### config.mk
export PLATFORM = sky130hd
export DESIGN_NAME = pr_accel_top
export DESIGN_NICKNAME = d
export VERILOG_FILES = /design/src/pr_pkg.sv /design/src/pr_accel_top.sv /design/src/pr_channel_router.sv /design/src/pr_host_ctrl.sv /design/src/pr_phase_sequencer.sv /design/src/pr_writeback_packer.sv
export SDC_FILE = /design/constraint.sdc
export NUM_CORES = 1
export LEC_CHECK = 0
export BUFFER_PORTS_ARGS = -buffer_cell sky130_fd_sc_hd__clkbuf_2
export CAP_MARGIN = 20
export CORE_AREA = 4 4 702 704
export CTS_CLUSTER_SIZE = 28
export DETAILED_ROUTE_END_ITERATION = 10
export DIE_AREA = 0 0 706 708
export PLACE_DENSITY = 0.3
export SLEW_MARGIN = 20
export SYNTH_ARGS = -nofsm -noshare
export SYNTH_HDL_FRONTEND = slang
export SYNTH_HIERARCHICAL = 1
export SYNTH_SLANG_ARGS = --single-unit
### constraint.sdc
create_clock -name ap_clk -period 8.8 [get_ports ap_clk]
set_input_delay 0.44 -clock ap_clk [delete_from_list [all_inputs] [get_ports ap_clk]]
set_output_delay 0.44 -clock ap_clk [all_outputs]
set_load 0.02 [all_outputs]
### src/pr_pkg.sv
// shared widths, types and phase encoding for the delta
// PageRank control shell
package pr_pkg;

  ////////////////////////////////////////////////////////////
  // widths
  ////////////////////////////////////////////////////////////
  parameter int ADDR_WIDTH = 64;
  parameter int LINE_IDX_WIDTH = 32;

  // 32-bit id plus 32-bit value
  parameter int VERTEX_WIDTH = 64;
  parameter int LANE_NUM = 2;
  parameter int LINE_WIDTH = VERTEX_WIDTH * LANE_NUM;

  // line index to byte offset
  parameter int LINE_BYTES_LOG2 = $clog2(LINE_WIDTH / 8);
  parameter int CYCLE_WIDTH = 32;

  ////////////////////////////////////////////////////////////
  // vector types
  ////////////////////////////////////////////////////////////
  typedef logic [ADDR_WIDTH-1:0] byte_addr_t;
  typedef logic [LINE_IDX_WIDTH-1:0] line_idx_t;
  typedef logic [LINE_WIDTH-1:0] line_t;
  typedef logic [CYCLE_WIDTH-1:0] cycle_cnt_t;

  // kernel phases
  typedef enum logic [1:0] {
    PH_IDLE,
    PH_LOAD,
    PH_RUN,
    PH_WRITEBACK
  } phase_e;

  ////////////////////////////////////////////////////////////
  // bundles
  ////////////////////////////////////////////////////////////
  typedef struct packed {
    line_idx_t idx;
    logic valid;
  } rd_req_t;

  typedef struct packed {
    byte_addr_t addr;
    logic valid;
  } mem_rd_t;

  typedef struct packed {
    line_t data;
    logic valid;
  } wb_line_t;

endpackage

### src/pr_accel_top.sv
// delta PageRank accelerator control shell, top level
// host decode, phase sequencing, read routing and result packing
`timescale 1ns/100ps

module pr_accel_top #(
  parameter int CHANNEL_NUM = 4,
  parameter int CORE_NUM = 4
) (
  input  logic ap_clk,
  input  logic areset,

  // host control
  input  logic ap_start,
  input  pr_pkg::byte_addr_t [CHANNEL_NUM-1:0] base_ptr,
  output logic ap_idle,
  output logic ap_done,
  output logic ap_ready,

  // graph pipeline side
  input  pr_pkg::rd_req_t [CHANNEL_NUM-1:0] load_req,
  input  pr_pkg::rd_req_t [CHANNEL_NUM-1:0] edge_req,
  input  logic [CORE_NUM-1:0] transfer_complete,
  input  logic [CORE_NUM-1:0] iteration_done,
  input  pr_pkg::wb_line_t [CHANNEL_NUM-1:0] wb_in,
  input  logic transfer_done,
  input  logic [CHANNEL_NUM-1:0] write_empty,
  output pr_pkg::mem_rd_t [CHANNEL_NUM-1:0] mem_rd,
  output pr_pkg::wb_line_t [CHANNEL_NUM-1:0] wb_out,
  output logic core_rst,
  output logic offset_rst
);

  logic start_pulse;
  logic done_pulse;
  pr_pkg::byte_addr_t [CHANNEL_NUM-1:0] base_ptr_q;
  pr_pkg::phase_e phase;
  logic cycle_valid;
  pr_pkg::cycle_cnt_t cycle_count;
  logic all_drained;

  pr_host_ctrl #(
    .CHANNEL_NUM(CHANNEL_NUM)
  ) u_host_ctrl (
    .ap_clk(ap_clk),
    .areset(areset),
    .ap_start(ap_start),
    .base_ptr(base_ptr),
    .done_pulse(done_pulse),
    .start_pulse(start_pulse),
    .base_ptr_q(base_ptr_q),
    .ap_idle(ap_idle),
    .ap_done(ap_done),
    .ap_ready(ap_ready)
  );

  pr_phase_sequencer #(
    .CORE_NUM(CORE_NUM)
  ) u_phase_sequencer (
    .ap_clk(ap_clk),
    .areset(areset),
    .start_pulse(start_pulse),
    .transfer_complete(transfer_complete),
    .iteration_done(iteration_done),
    .transfer_done(transfer_done),
    .all_drained(all_drained),
    .phase(phase),
    .core_rst(core_rst),
    .offset_rst(offset_rst),
    .cycle_valid(cycle_valid),
    .done_pulse(done_pulse),
    .cycle_count(cycle_count)
  );

  pr_channel_router #(
    .CHANNEL_NUM(CHANNEL_NUM)
  ) u_channel_router (
    .ap_clk(ap_clk),
    .areset(areset),
    .phase(phase),
    .base_ptr_q(base_ptr_q),
    .load_req(load_req),
    .edge_req(edge_req),
    .mem_rd(mem_rd)
  );

  pr_writeback_packer #(
    .CHANNEL_NUM(CHANNEL_NUM)
  ) u_writeback_packer (
    .ap_clk(ap_clk),
    .areset(areset),
    .phase(phase),
    .cycle_valid(cycle_valid),
    .cycle_count(cycle_count),
    .wb_in(wb_in),
    .write_empty(write_empty),
    .wb_out(wb_out),
    .all_drained(all_drained)
  );

endmodule

### src/pr_channel_router.sv
// per-channel read router: offset loads in PH_LOAD, edge reads
// in PH_RUN, line index converted to a byte address
`timescale 1ns/100ps

module pr_channel_router #(
  parameter int CHANNEL_NUM = 4
) (
  input  logic ap_clk,
  input  logic areset,
  input  pr_pkg::phase_e phase,
  input  pr_pkg::byte_addr_t [CHANNEL_NUM-1:0] base_ptr_q,
  input  pr_pkg::rd_req_t [CHANNEL_NUM-1:0] load_req,
  input  pr_pkg::rd_req_t [CHANNEL_NUM-1:0] edge_req,
  output pr_pkg::mem_rd_t [CHANNEL_NUM-1:0] mem_rd
);

  pr_pkg::rd_req_t [CHANNEL_NUM-1:0] sel_req;
  logic [CHANNEL_NUM-1:0] rd_vld_q;
  pr_pkg::byte_addr_t [CHANNEL_NUM-1:0] rd_addr_q;

  // request source by phase, everything else dropped
  always_comb begin
    for (int c = 0; c < CHANNEL_NUM; c++) begin
      case (phase)
        pr_pkg::PH_LOAD: sel_req[c] = load_req[c];
        pr_pkg::PH_RUN: sel_req[c] = edge_req[c];
        default: sel_req[c] = '0;
      endcase
    end
  end

  always_ff @(posedge ap_clk) begin
    if (areset) begin
      rd_vld_q <= '0;
    end else begin
      for (int c = 0; c < CHANNEL_NUM; c++) begin
        rd_vld_q[c] <= sel_req[c].valid;
      end
    end
  end

  // base + idx * line bytes
  always_ff @(posedge ap_clk) begin
    for (int c = 0; c < CHANNEL_NUM; c++) begin
      if (sel_req[c].valid) begin
        rd_addr_q[c] <= base_ptr_q[c]
          + (pr_pkg::byte_addr_t'(sel_req[c].idx) << pr_pkg::LINE_BYTES_LOG2);
      end
    end
  end

  for (genvar c = 0; c < CHANNEL_NUM; c++) begin : g_out
    assign mem_rd[c] = '{addr: rd_addr_q[c], valid: rd_vld_q[c]};
  end

  no_rd_after_idle: assert property (
    @(posedge ap_clk) disable iff (areset)
    ($past(phase) == pr_pkg::PH_IDLE) |-> (rd_vld_q == '0)
  );

endmodule

### src/pr_host_ctrl.sv
// host control decode: turns ap_start into a launch pulse,
// latches channel base pointers, drives ap_idle/ap_done/ap_ready
`timescale 1ns/100ps

module pr_host_ctrl #(
  parameter int CHANNEL_NUM = 4
) (
  input  logic ap_clk,
  input  logic areset,
  input  logic ap_start,
  input  pr_pkg::byte_addr_t [CHANNEL_NUM-1:0] base_ptr,
  input  logic done_pulse,
  output logic start_pulse,
  output pr_pkg::byte_addr_t [CHANNEL_NUM-1:0] base_ptr_q,
  output logic ap_idle,
  output logic ap_done,
  output logic ap_ready
);

  logic ap_start_r;
  logic idle_q;

  // rising edge of ap_start, accepted only while idle
  always_ff @(posedge ap_clk) begin
    if (areset) begin
      ap_start_r <= 1'b0;
      start_pulse <= 1'b0;
    end else begin
      ap_start_r <= ap_start;
      start_pulse <= ap_start & ~ap_start_r & idle_q & ~start_pulse;
    end
  end

  always_ff @(posedge ap_clk) begin
    if (areset) begin
      idle_q <= 1'b1;
    end else if (done_pulse) begin
      idle_q <= 1'b1;
    end else if (start_pulse) begin
      idle_q <= 1'b0;
    end
  end

  // pointers held for the whole run
  always_ff @(posedge ap_clk) begin
    if (start_pulse) begin
      base_ptr_q <= base_ptr;
    end
  end

  assign ap_idle = idle_q;

  // non-pipelined kernel: ready with done
  assign ap_done = done_pulse;
  assign ap_ready = done_pulse;

  // a launch never lands on the cycle the sequencer finishes
  start_done_apart: assert property (
    @(posedge ap_clk) disable iff (areset)
    !(start_pulse && done_pulse)
  );

endmodule

### src/pr_phase_sequencer.sv
// phase sequencer: idle, offset load, iterations, write-back,
// plus the core/offset-store reset levels and run-cycle counter
`timescale 1ns/100ps

module pr_phase_sequencer #(
  parameter int CORE_NUM = 4
) (
  input  logic ap_clk,
  input  logic areset,
  input  logic start_pulse,
  input  logic [CORE_NUM-1:0] transfer_complete,
  input  logic [CORE_NUM-1:0] iteration_done,
  input  logic transfer_done,
  input  logic all_drained,
  output pr_pkg::phase_e phase,
  output logic core_rst,
  output logic offset_rst,
  output logic cycle_valid,
  output logic done_pulse,
  output pr_pkg::cycle_cnt_t cycle_count
);

  logic load_end;
  logic run_end;
  logic wb_end;

  assign load_end = &transfer_complete;
  assign run_end = &iteration_done;
  assign wb_end = transfer_done & all_drained;

  ////////////////////////////////////////////////////////////
  // phase FSM
  ////////////////////////////////////////////////////////////
  always_ff @(posedge ap_clk) begin
    if (areset) begin
      phase <= pr_pkg::PH_IDLE;
      cycle_valid <= 1'b0;
      done_pulse <= 1'b0;
    end else begin
      cycle_valid <= 1'b0;
      done_pulse <= 1'b0;
      case (phase)
        pr_pkg::PH_IDLE: begin
          if (start_pulse) begin
            phase <= pr_pkg::PH_LOAD;
          end
        end
        pr_pkg::PH_LOAD: begin
          if (load_end) begin
            phase <= pr_pkg::PH_RUN;
          end
        end
        pr_pkg::PH_RUN: begin
          if (run_end) begin
            phase <= pr_pkg::PH_WRITEBACK;
            cycle_valid <= 1'b1;
          end
        end
        pr_pkg::PH_WRITEBACK: begin
          // back to idle so the kernel can be relaunched
          if (wb_end) begin
            phase <= pr_pkg::PH_IDLE;
            done_pulse <= 1'b1;
          end
        end
        default: phase <= pr_pkg::PH_IDLE;
      endcase
    end
  end

  // cores only run in PH_RUN, offset store only held in idle
  assign core_rst = (phase != pr_pkg::PH_RUN);
  assign offset_rst = (phase == pr_pkg::PH_IDLE);

  ////////////////////////////////////////////////////////////
  // run-cycle counter
  ////////////////////////////////////////////////////////////
  always_ff @(posedge ap_clk) begin
    if (areset) begin
      cycle_count <= '0;
    end else if (start_pulse) begin
      cycle_count <= '0;
    end else if (phase == pr_pkg::PH_RUN && !run_end) begin
      cycle_count <= cycle_count + pr_pkg::cycle_cnt_t'(1);
    end
  end

  // the record strobe belongs to the run -> write-back step only
  cycle_valid_on_entry: assert property (
    @(posedge ap_clk) disable iff (areset)
    cycle_valid |-> (phase == pr_pkg::PH_WRITEBACK) && ($past(phase) == pr_pkg::PH_RUN)
  );

endmodule

### src/pr_writeback_packer.sv
// write-back packer: forwards result lines, slips the run-cycle
// record onto channel 0 and tracks per-channel write drain
`timescale 1ns/100ps

module pr_writeback_packer #(
  parameter int CHANNEL_NUM = 4
) (
  input  logic ap_clk,
  input  logic areset,
  input  pr_pkg::phase_e phase,
  input  logic cycle_valid,
  input  pr_pkg::cycle_cnt_t cycle_count,
  input  pr_pkg::wb_line_t [CHANNEL_NUM-1:0] wb_in,
  input  logic [CHANNEL_NUM-1:0] write_empty,
  output pr_pkg::wb_line_t [CHANNEL_NUM-1:0] wb_out,
  output logic all_drained
);

  logic [CHANNEL_NUM-1:0] wb_vld_q;
  pr_pkg::line_t [CHANNEL_NUM-1:0] wb_data_q;
  logic [CHANNEL_NUM-1:0] drained_q;
  pr_pkg::line_t cycle_line;

  // count in the low bits, rest zero
  assign cycle_line = pr_pkg::line_t'(cycle_count);

  ////////////////////////////////////////////////////////////
  // result lines
  ////////////////////////////////////////////////////////////
  always_ff @(posedge ap_clk) begin
    if (areset) begin
      wb_vld_q <= '0;
    end else begin
      for (int c = 0; c < CHANNEL_NUM; c++) begin
        wb_vld_q[c] <= wb_in[c].valid;
      end
      if (cycle_valid) begin
        wb_vld_q[0] <= 1'b1;
      end
    end
  end

  // channel 0 line is overwritten by the record that cycle
  always_ff @(posedge ap_clk) begin
    for (int c = 0; c < CHANNEL_NUM; c++) begin
      wb_data_q[c] <= wb_in[c].data;
    end
    if (cycle_valid) begin
      wb_data_q[0] <= cycle_line;
    end
  end

  for (genvar c = 0; c < CHANNEL_NUM; c++) begin : g_out
    assign wb_out[c] = '{data: wb_data_q[c], valid: wb_vld_q[c]};
  end

  ////////////////////////////////////////////////////////////
  // drain tracking
  ////////////////////////////////////////////////////////////
  always_ff @(posedge ap_clk) begin
    if (areset) begin
      drained_q <= '0;
    end else if (phase == pr_pkg::PH_IDLE) begin
      drained_q <= '0;
    end else if (phase == pr_pkg::PH_WRITEBACK) begin
      drained_q <= drained_q | write_empty;
    end
  end

  assign all_drained = &drained_q;

endmodule

### Word-level counts from Yosys, hierarchy flattened

Index checks and enable logic that the tools add are counted.

| cells by class | value |
|---|---|
| bitwise operators | 9 |
| reduce and logical (&&, ||, !) cells | 12 |
| mux-type cells | 13 |
| equality and inequality tests | 8 |
| add/sub/neg operators | 5 |

Operator list:

| kind | count |
|---|---|
| $pmux W33 S2 | 4 |
| $add A64 B36 Y64 | 4 |
| $add A32 B1 Y32 const B | 1 |
| $mux W32 | 1 |
| $reduce_and A4 Y1 | 4 |
| $reduce_or A2 Y1 | 5 |
| $mux W2 | 4 |
| $pmux W2 S4 | 1 |
| $ne A2 B2 Y1 const B | 3 |
| $and A1 B1 Y1 | 4 |
| $eq A2 B2 Y1 const B | 2 |
| $ne A2 B1 Y1 const B | 2 |
| $not A1 Y1 | 4 |
| $or A4 B4 Y4 | 1 |
| $mux W1 | 3 |
| $eq A2 B1 Y1 const B | 1 |
| $logic_not A2 Y1 | 1 |
| $logic_and A1 B1 Y1 | 1 |
| $logic_not A1 Y1 | 1 |

| word-level totals | value |
|---|---|
| bits in registers | 1,075 |
| input bits | 1,052 |
| word-level logic and storage cells | 70 |
| output and inout bits | 781 |

### Longest topological paths before layout

| logic depth | value |
|---|---|
| depth after elaboration | 4 |
| depth in mapped cells | 19 |
| mapped depth without buffers | 15 |

### Hierarchy

The synthesis kept the hierarchy.

By module, submodules not included:

| module | instances | area an instance (um^2) | cells each | sequential area each (um^2) |
|---|---|---|---|---|
| pr_channel_router | 1 | 18,532.8 | 1,910 | 7,767.4 |
| pr_writeback_packer | 1 | 11,548.6 | 680 | 10,410.0 |
| pr_host_ctrl | 1 | 7,797.5 | 266 | 7,747.4 |
| pr_phase_sequencer | 1 | 1,804.2 | 207 | 720.7 |

### Worst setup path after synthesis

OpenSTA, ideal clock, no wires.

| timing path | value |
|---|---|
| path kind | reg2reg |
| start | register u_host_ctrl.start_pulse |
| end | register u_phase_sequencer.cycle_count[0] |
| setup time | 0.128 ns |
| cell stages (with the launch flop) | 5 |
| data required time | 8.672 ns |
| arrival time | 7.230 ns |
| slack | 1.442 ns |
| path buffers | 2 |
| period minus slack after synthesis | 7.358 ns |
| cells stage by stage | dfxtp_1 -> or2_2 -> clkbuf_1 -> buf_1 -> nor2_1 |

| between the ends | value |
|---|---|
| longest elaborated chain between the ends | 1 |

RTL lines:

| element | RTL line | RTL |
|---|---|---|
| start: declaration | pr_host_ctrl.sv:13 | `output logic start_pulse,` |
| start signal: assignment | pr_host_ctrl.sv:30 | `start_pulse <= ap_start & ~ap_start_r & idle_q & ~start_pulse;` |
| $reduce_or A2 Y1 (no line) | - |  |
| end signal: assignment | pr_phase_sequencer.sv:84 | `cycle_count <= cycle_count + pr_pkg::cycle_cnt_t'(1);` |
| end: declaration | pr_phase_sequencer.sv:20 | `output pr_pkg::cycle_cnt_t cycle_count` |

Every way passes these cells.
A chain may end at the register's enable or synchronous reset.

### Final worst setup path

| timing path | value |
|---|---|
| start | register u_phase_sequencer.phase[0] |
| end | register u_channel_router.rd_addr_q, in the netlist u_channel_router/mem_rd[120], data pin |

| between the ends | value |
|---|---|
| longest elaborated chain between the ends | 3 |
| elaborated cells between the ends (all ways) | 4 |
| those cells by class | 1 x add/sub; 2 x eq/ne; 1 x mux |

RTL lines:

| element | RTL line | RTL |
|---|---|---|
| start: declaration | pr_phase_sequencer.sv:15 | `output pr_pkg::phase_e phase,` |
| start signal: assignment | pr_phase_sequencer.sv:36 | `phase <= pr_pkg::PH_IDLE;` |
| start signal: assignment | pr_phase_sequencer.sv:45 | `phase <= pr_pkg::PH_LOAD;` |
| start signal: assignment | pr_phase_sequencer.sv:50 | `phase <= pr_pkg::PH_RUN;` |
| $eq A2 B2 Y1 / $eq A2 B1 Y1 (equally long branches) | pr_channel_router.sv:24 | `case (phase)` |
| $pmux W33 S2 * | pr_channel_router.sv:24 |  |
| $add A64 B36 Y64 * | pr_channel_router.sv:47 | `+ (pr_pkg::byte_addr_t'(sel_req[c].idx) << pr_pkg::LINE_BYTES_LOG2);` |
| end signal: indexed assignment | pr_channel_router.sv:46 | `rd_addr_q[c] <= base_ptr_q[c]` |
| end: declaration | pr_channel_router.sv:19 | `pr_pkg::byte_addr_t [CHANNEL_NUM-1:0] rd_addr_q;` |

Mark *: on every way between the ends. The rest lies on a longest branch, timed or not.

==> impl_metrics.yaml <==
clock_network:
  numCtsBuffers: 162
  root_buffer: "clkbuf_16"
  postCtsSetupRepairBufs: 0
  numClockSinks: 1075
  clk_path_buf_depth: 4
  htreeDepth: 4
  cts.reportedPaths.clkPinSlew_ps: 50
  cts_tree: "yes"
  clk_latency_ps: 860
detailed_routing:
  drcViolationCount: 0
  num_vias: 37200
  wl_per_cell_um: 26.7
  wl_mm: 331
  first_iter_violations: 2148
  viasPerCell: 3.00
  drtAntennaViolNets: 0
  drt-pass1-iter-count: 7
logic_synthesis:
  synth_cell_types: 78
  synth_area_leader_cell: "edfxtp_1"
  synth_seq_cells: 1075
  yosys-top-cells-area: "edfxtp_1, dfxtp_1, ha_1"
  ys.flop_type: "dfxtp_1"
  ys_seq_area_share_pct: 67.1
  synth_top_area_share_pct: 38.7
  synth_area_mm2: 0.0397
  ys_warn_count: 6
  synth_edf_count: 512
  synthArstFlopShare_pct: 0
  syn_nets: 4255
  postSynthAreaPerCell_um2: 13.0
  synth_most_common_cell: "dfxtp_1"
  synthCells: 3063
  synth_common_cells: "dfxtp_1, edfxtp_1, nor2_1"
global_route:
  grt_pass1_wl_mm: 417
  track_usage_pct: 12.7
  antenna_found_initial: 185
  gr-total-overflow: 0
  grt_max_degree: 95
  grt_pass1_vias: 39300
sta:
  max_slew_margin_pct: 23.5
  finalSetupViolCount: 0
  hold_viol: 0
  fin_crit_sh_pct: 67.6
  fin_worst_skew_ps: 46.2
  max_freq_mhz: 168
  tightest_slew_ps: 1150
  slew_violations: 0
  grt_setup_unrepaired: "false"
  final.setup.tns_ps: 0
  min_period_ps: 5950
worst_hold_path:
  min_to: "u_writeback_packer/wb_out[10]"
  hold_path_depth: 2
  hp-start: "wb_in[10]"
  hold_class: "in -> reg"
placed_design:
  place_hpwl_mm: 284
  place_area_mm2: 0.0568
  gp_congestion: 0.964
  io_buffers: 1832
die:
  num_rows: 256
  io_pins: 1833
  die_h_um: 708
  die_w_um: 706
  fp.coreArea_mm2: 0.486
  start_util_pct: 8.17
  dieArea_mm2: 0.500
worst_setup_path:
  path_class: "reg -> reg"
  end_kind: "flip-flop"
  rr_startpoint: "u_phase_sequencer/phase[0]"
  r2r_end: "u_channel_router/mem_rd[120]"
  cp_max_fo: 48
  required_ps: 9340
  crit_path_start_kind: "flip-flop"
  r2r_slack_ps: 2850
  cp.arrival_ps: 6490
  rr_worst_depth: 15
pwr:
  powerDensity_mw_per_mm2: 227
  leakage_uw: 0.0285
  peakVddDrop_uv: 140
layout:
  drive_above_1_share_pct: 37.0
  design_area_mm2: 0.0703
  nets: 6949
  synthToLayoutAreaGrowth_pct: 77.1
status:
  status: "complete, no violations"
job:
  cap_viol_max_count: 0
-- layer usage --
metal	vias to the layer above	track usage, %	wire length, um
met4	80	3.74	11800
met3	452	3.58	22400
li1	16800	-	-
met5	-	0	513
met1	18400	14.6	130000
met2	1549	22.8	166000
-- layout by cell type, fill, tap and decap left out, types with 10 or more instances in the layout --
master,Yosys,layout
ha_1,136,134
clkinv_2,0,19
nand3_1,74,73
nor3_1,40,40
and2_1,19,19
xnor2_1,126,126
o21a_1,13,13
nand2_1,134,134
nor2_1,253,248
dlygate4sd3_1,0,778
nand4_1,54,54
clkbuf_8,0,21
or3_1,12,12
a31oi_1,19,19
a22oi_1,133,133
inv_1,49,49
clkbuf_16,0,168
dfxtp_1,563,561
a21oi_1,159,157
a211oi_1,10,10
nor4_1,17,17
bufinv_16,0,15
mux2_2,32,32
edfxtp_1,512,512
a21o_1,89,89
clkbuf_2,0,1832
buf_4,2,31
o31ai_1,17,17
and3_1,34,34
or4_1,13,13
nor2b_1,105,105
o21bai_1,22,22
xor2_1,104,104
diode_2,0,68
and4_1,11,11
o211ai_1,10,10
o21ai_0,76,76
clkbuf_1,87,36
-- sequential cells by signal (all words and copies together) (netlist names), 2 cells and up --
register and flops:
u_writeback_packer/wb_out 512, u_channel_router/mem_rd 256, u_host_ctrl/base_ptr_q 256, u_phase_sequencer/cycle_count 32, u_channel_router/rd_vld_q 4, u_writeback_packer/drained_q 4, u_writeback_packer/wb_vld_q 4, u_phase_sequencer/phase 2
-- logic make-up after synthesis --
family,share of synthesized area [%]
adder cells (fa/ha/maj),4.49
XOR/XNOR,5.08
multiplexers,0.959
AND/OR/NAND/NOR,10.0
AO/OA/AOI/OAI,10.6
flip-flops,67.1
buffers and inverters,1.68
-- critical path, stage by stage, from the launching register on --
cell and delay [ps]:
dfxtp_1 630, inv_1 160, ha_4 810, buf_4 490, nor2_1 110, ha_1 220, fa_1 410, a21oi_1 220
nor2_1 110, o2111ai_1 200, o211ai_1 400, o2bb2ai_1 320, a21o_1 330, a31oi_1 810, nor3b_1 150, xor2_1 190
-- layout make-up --
type	instances	area, um^2
tap	6450	8070
inverter	49	184
fill	54900	416000
timing repair buffer	2644	17200
antenna	68	170
clock inverter	66	877
sequential	1075	26700
multi-input combinational	1825	12500
clock buffer	225	4630
-- worst max-delay path by stage --
stage	start	to	slack, ps	cells past startpoint
2_1_floorplan	u_host_ctrl/start_pulse	u_phase_sequencer/cycle_count[0]	1440	4
3_3_place_gp	u_phase_sequencer/phase[0]	u_channel_router/mem_rd[124]	2870	15
3_5_place_dp	u_phase_sequencer/phase[0]	u_channel_router/mem_rd[124]	2800	15
4_1_cts	u_phase_sequencer/phase[0]	u_channel_router/mem_rd[120]	2750	15
5_1_grt	u_phase_sequencer/phase[0]	u_channel_router/mem_rd[179]	2530	16
6_report	u_phase_sequencer/phase[0]	u_channel_router/mem_rd[120]	2850	15
-- where the power goes --
part           total (uW)  switching (uW)  internal [uW]  leakage [uW]
clock network        6920            2770           4140       0.00269
logic                3300            2220           1070        0.0164
registers            5770             162           5610       0.00940
-- per-stage QoR --
stage	hold WS [ps]	cells	total power (uW)	util [%]	worst slack, ps
after floorplan	391	3063	7250	-	1440
after global placement	391	11300	8960	11.7	2870
after detailed placement	386	11300	8950	11.7	2800
after CTS	5.74	12300	16500	14.4	2750
after global routing	41.0	12400	16800	14.4	2530
final	133	12400	16000	14.5	2850
-- what timing repair did --
item	CTS	global route
resized for setup	0	0
hold buffers	778	0
hold endpoints to repair	778	0
Note: power is estimated with default switching activity, not from simulation.
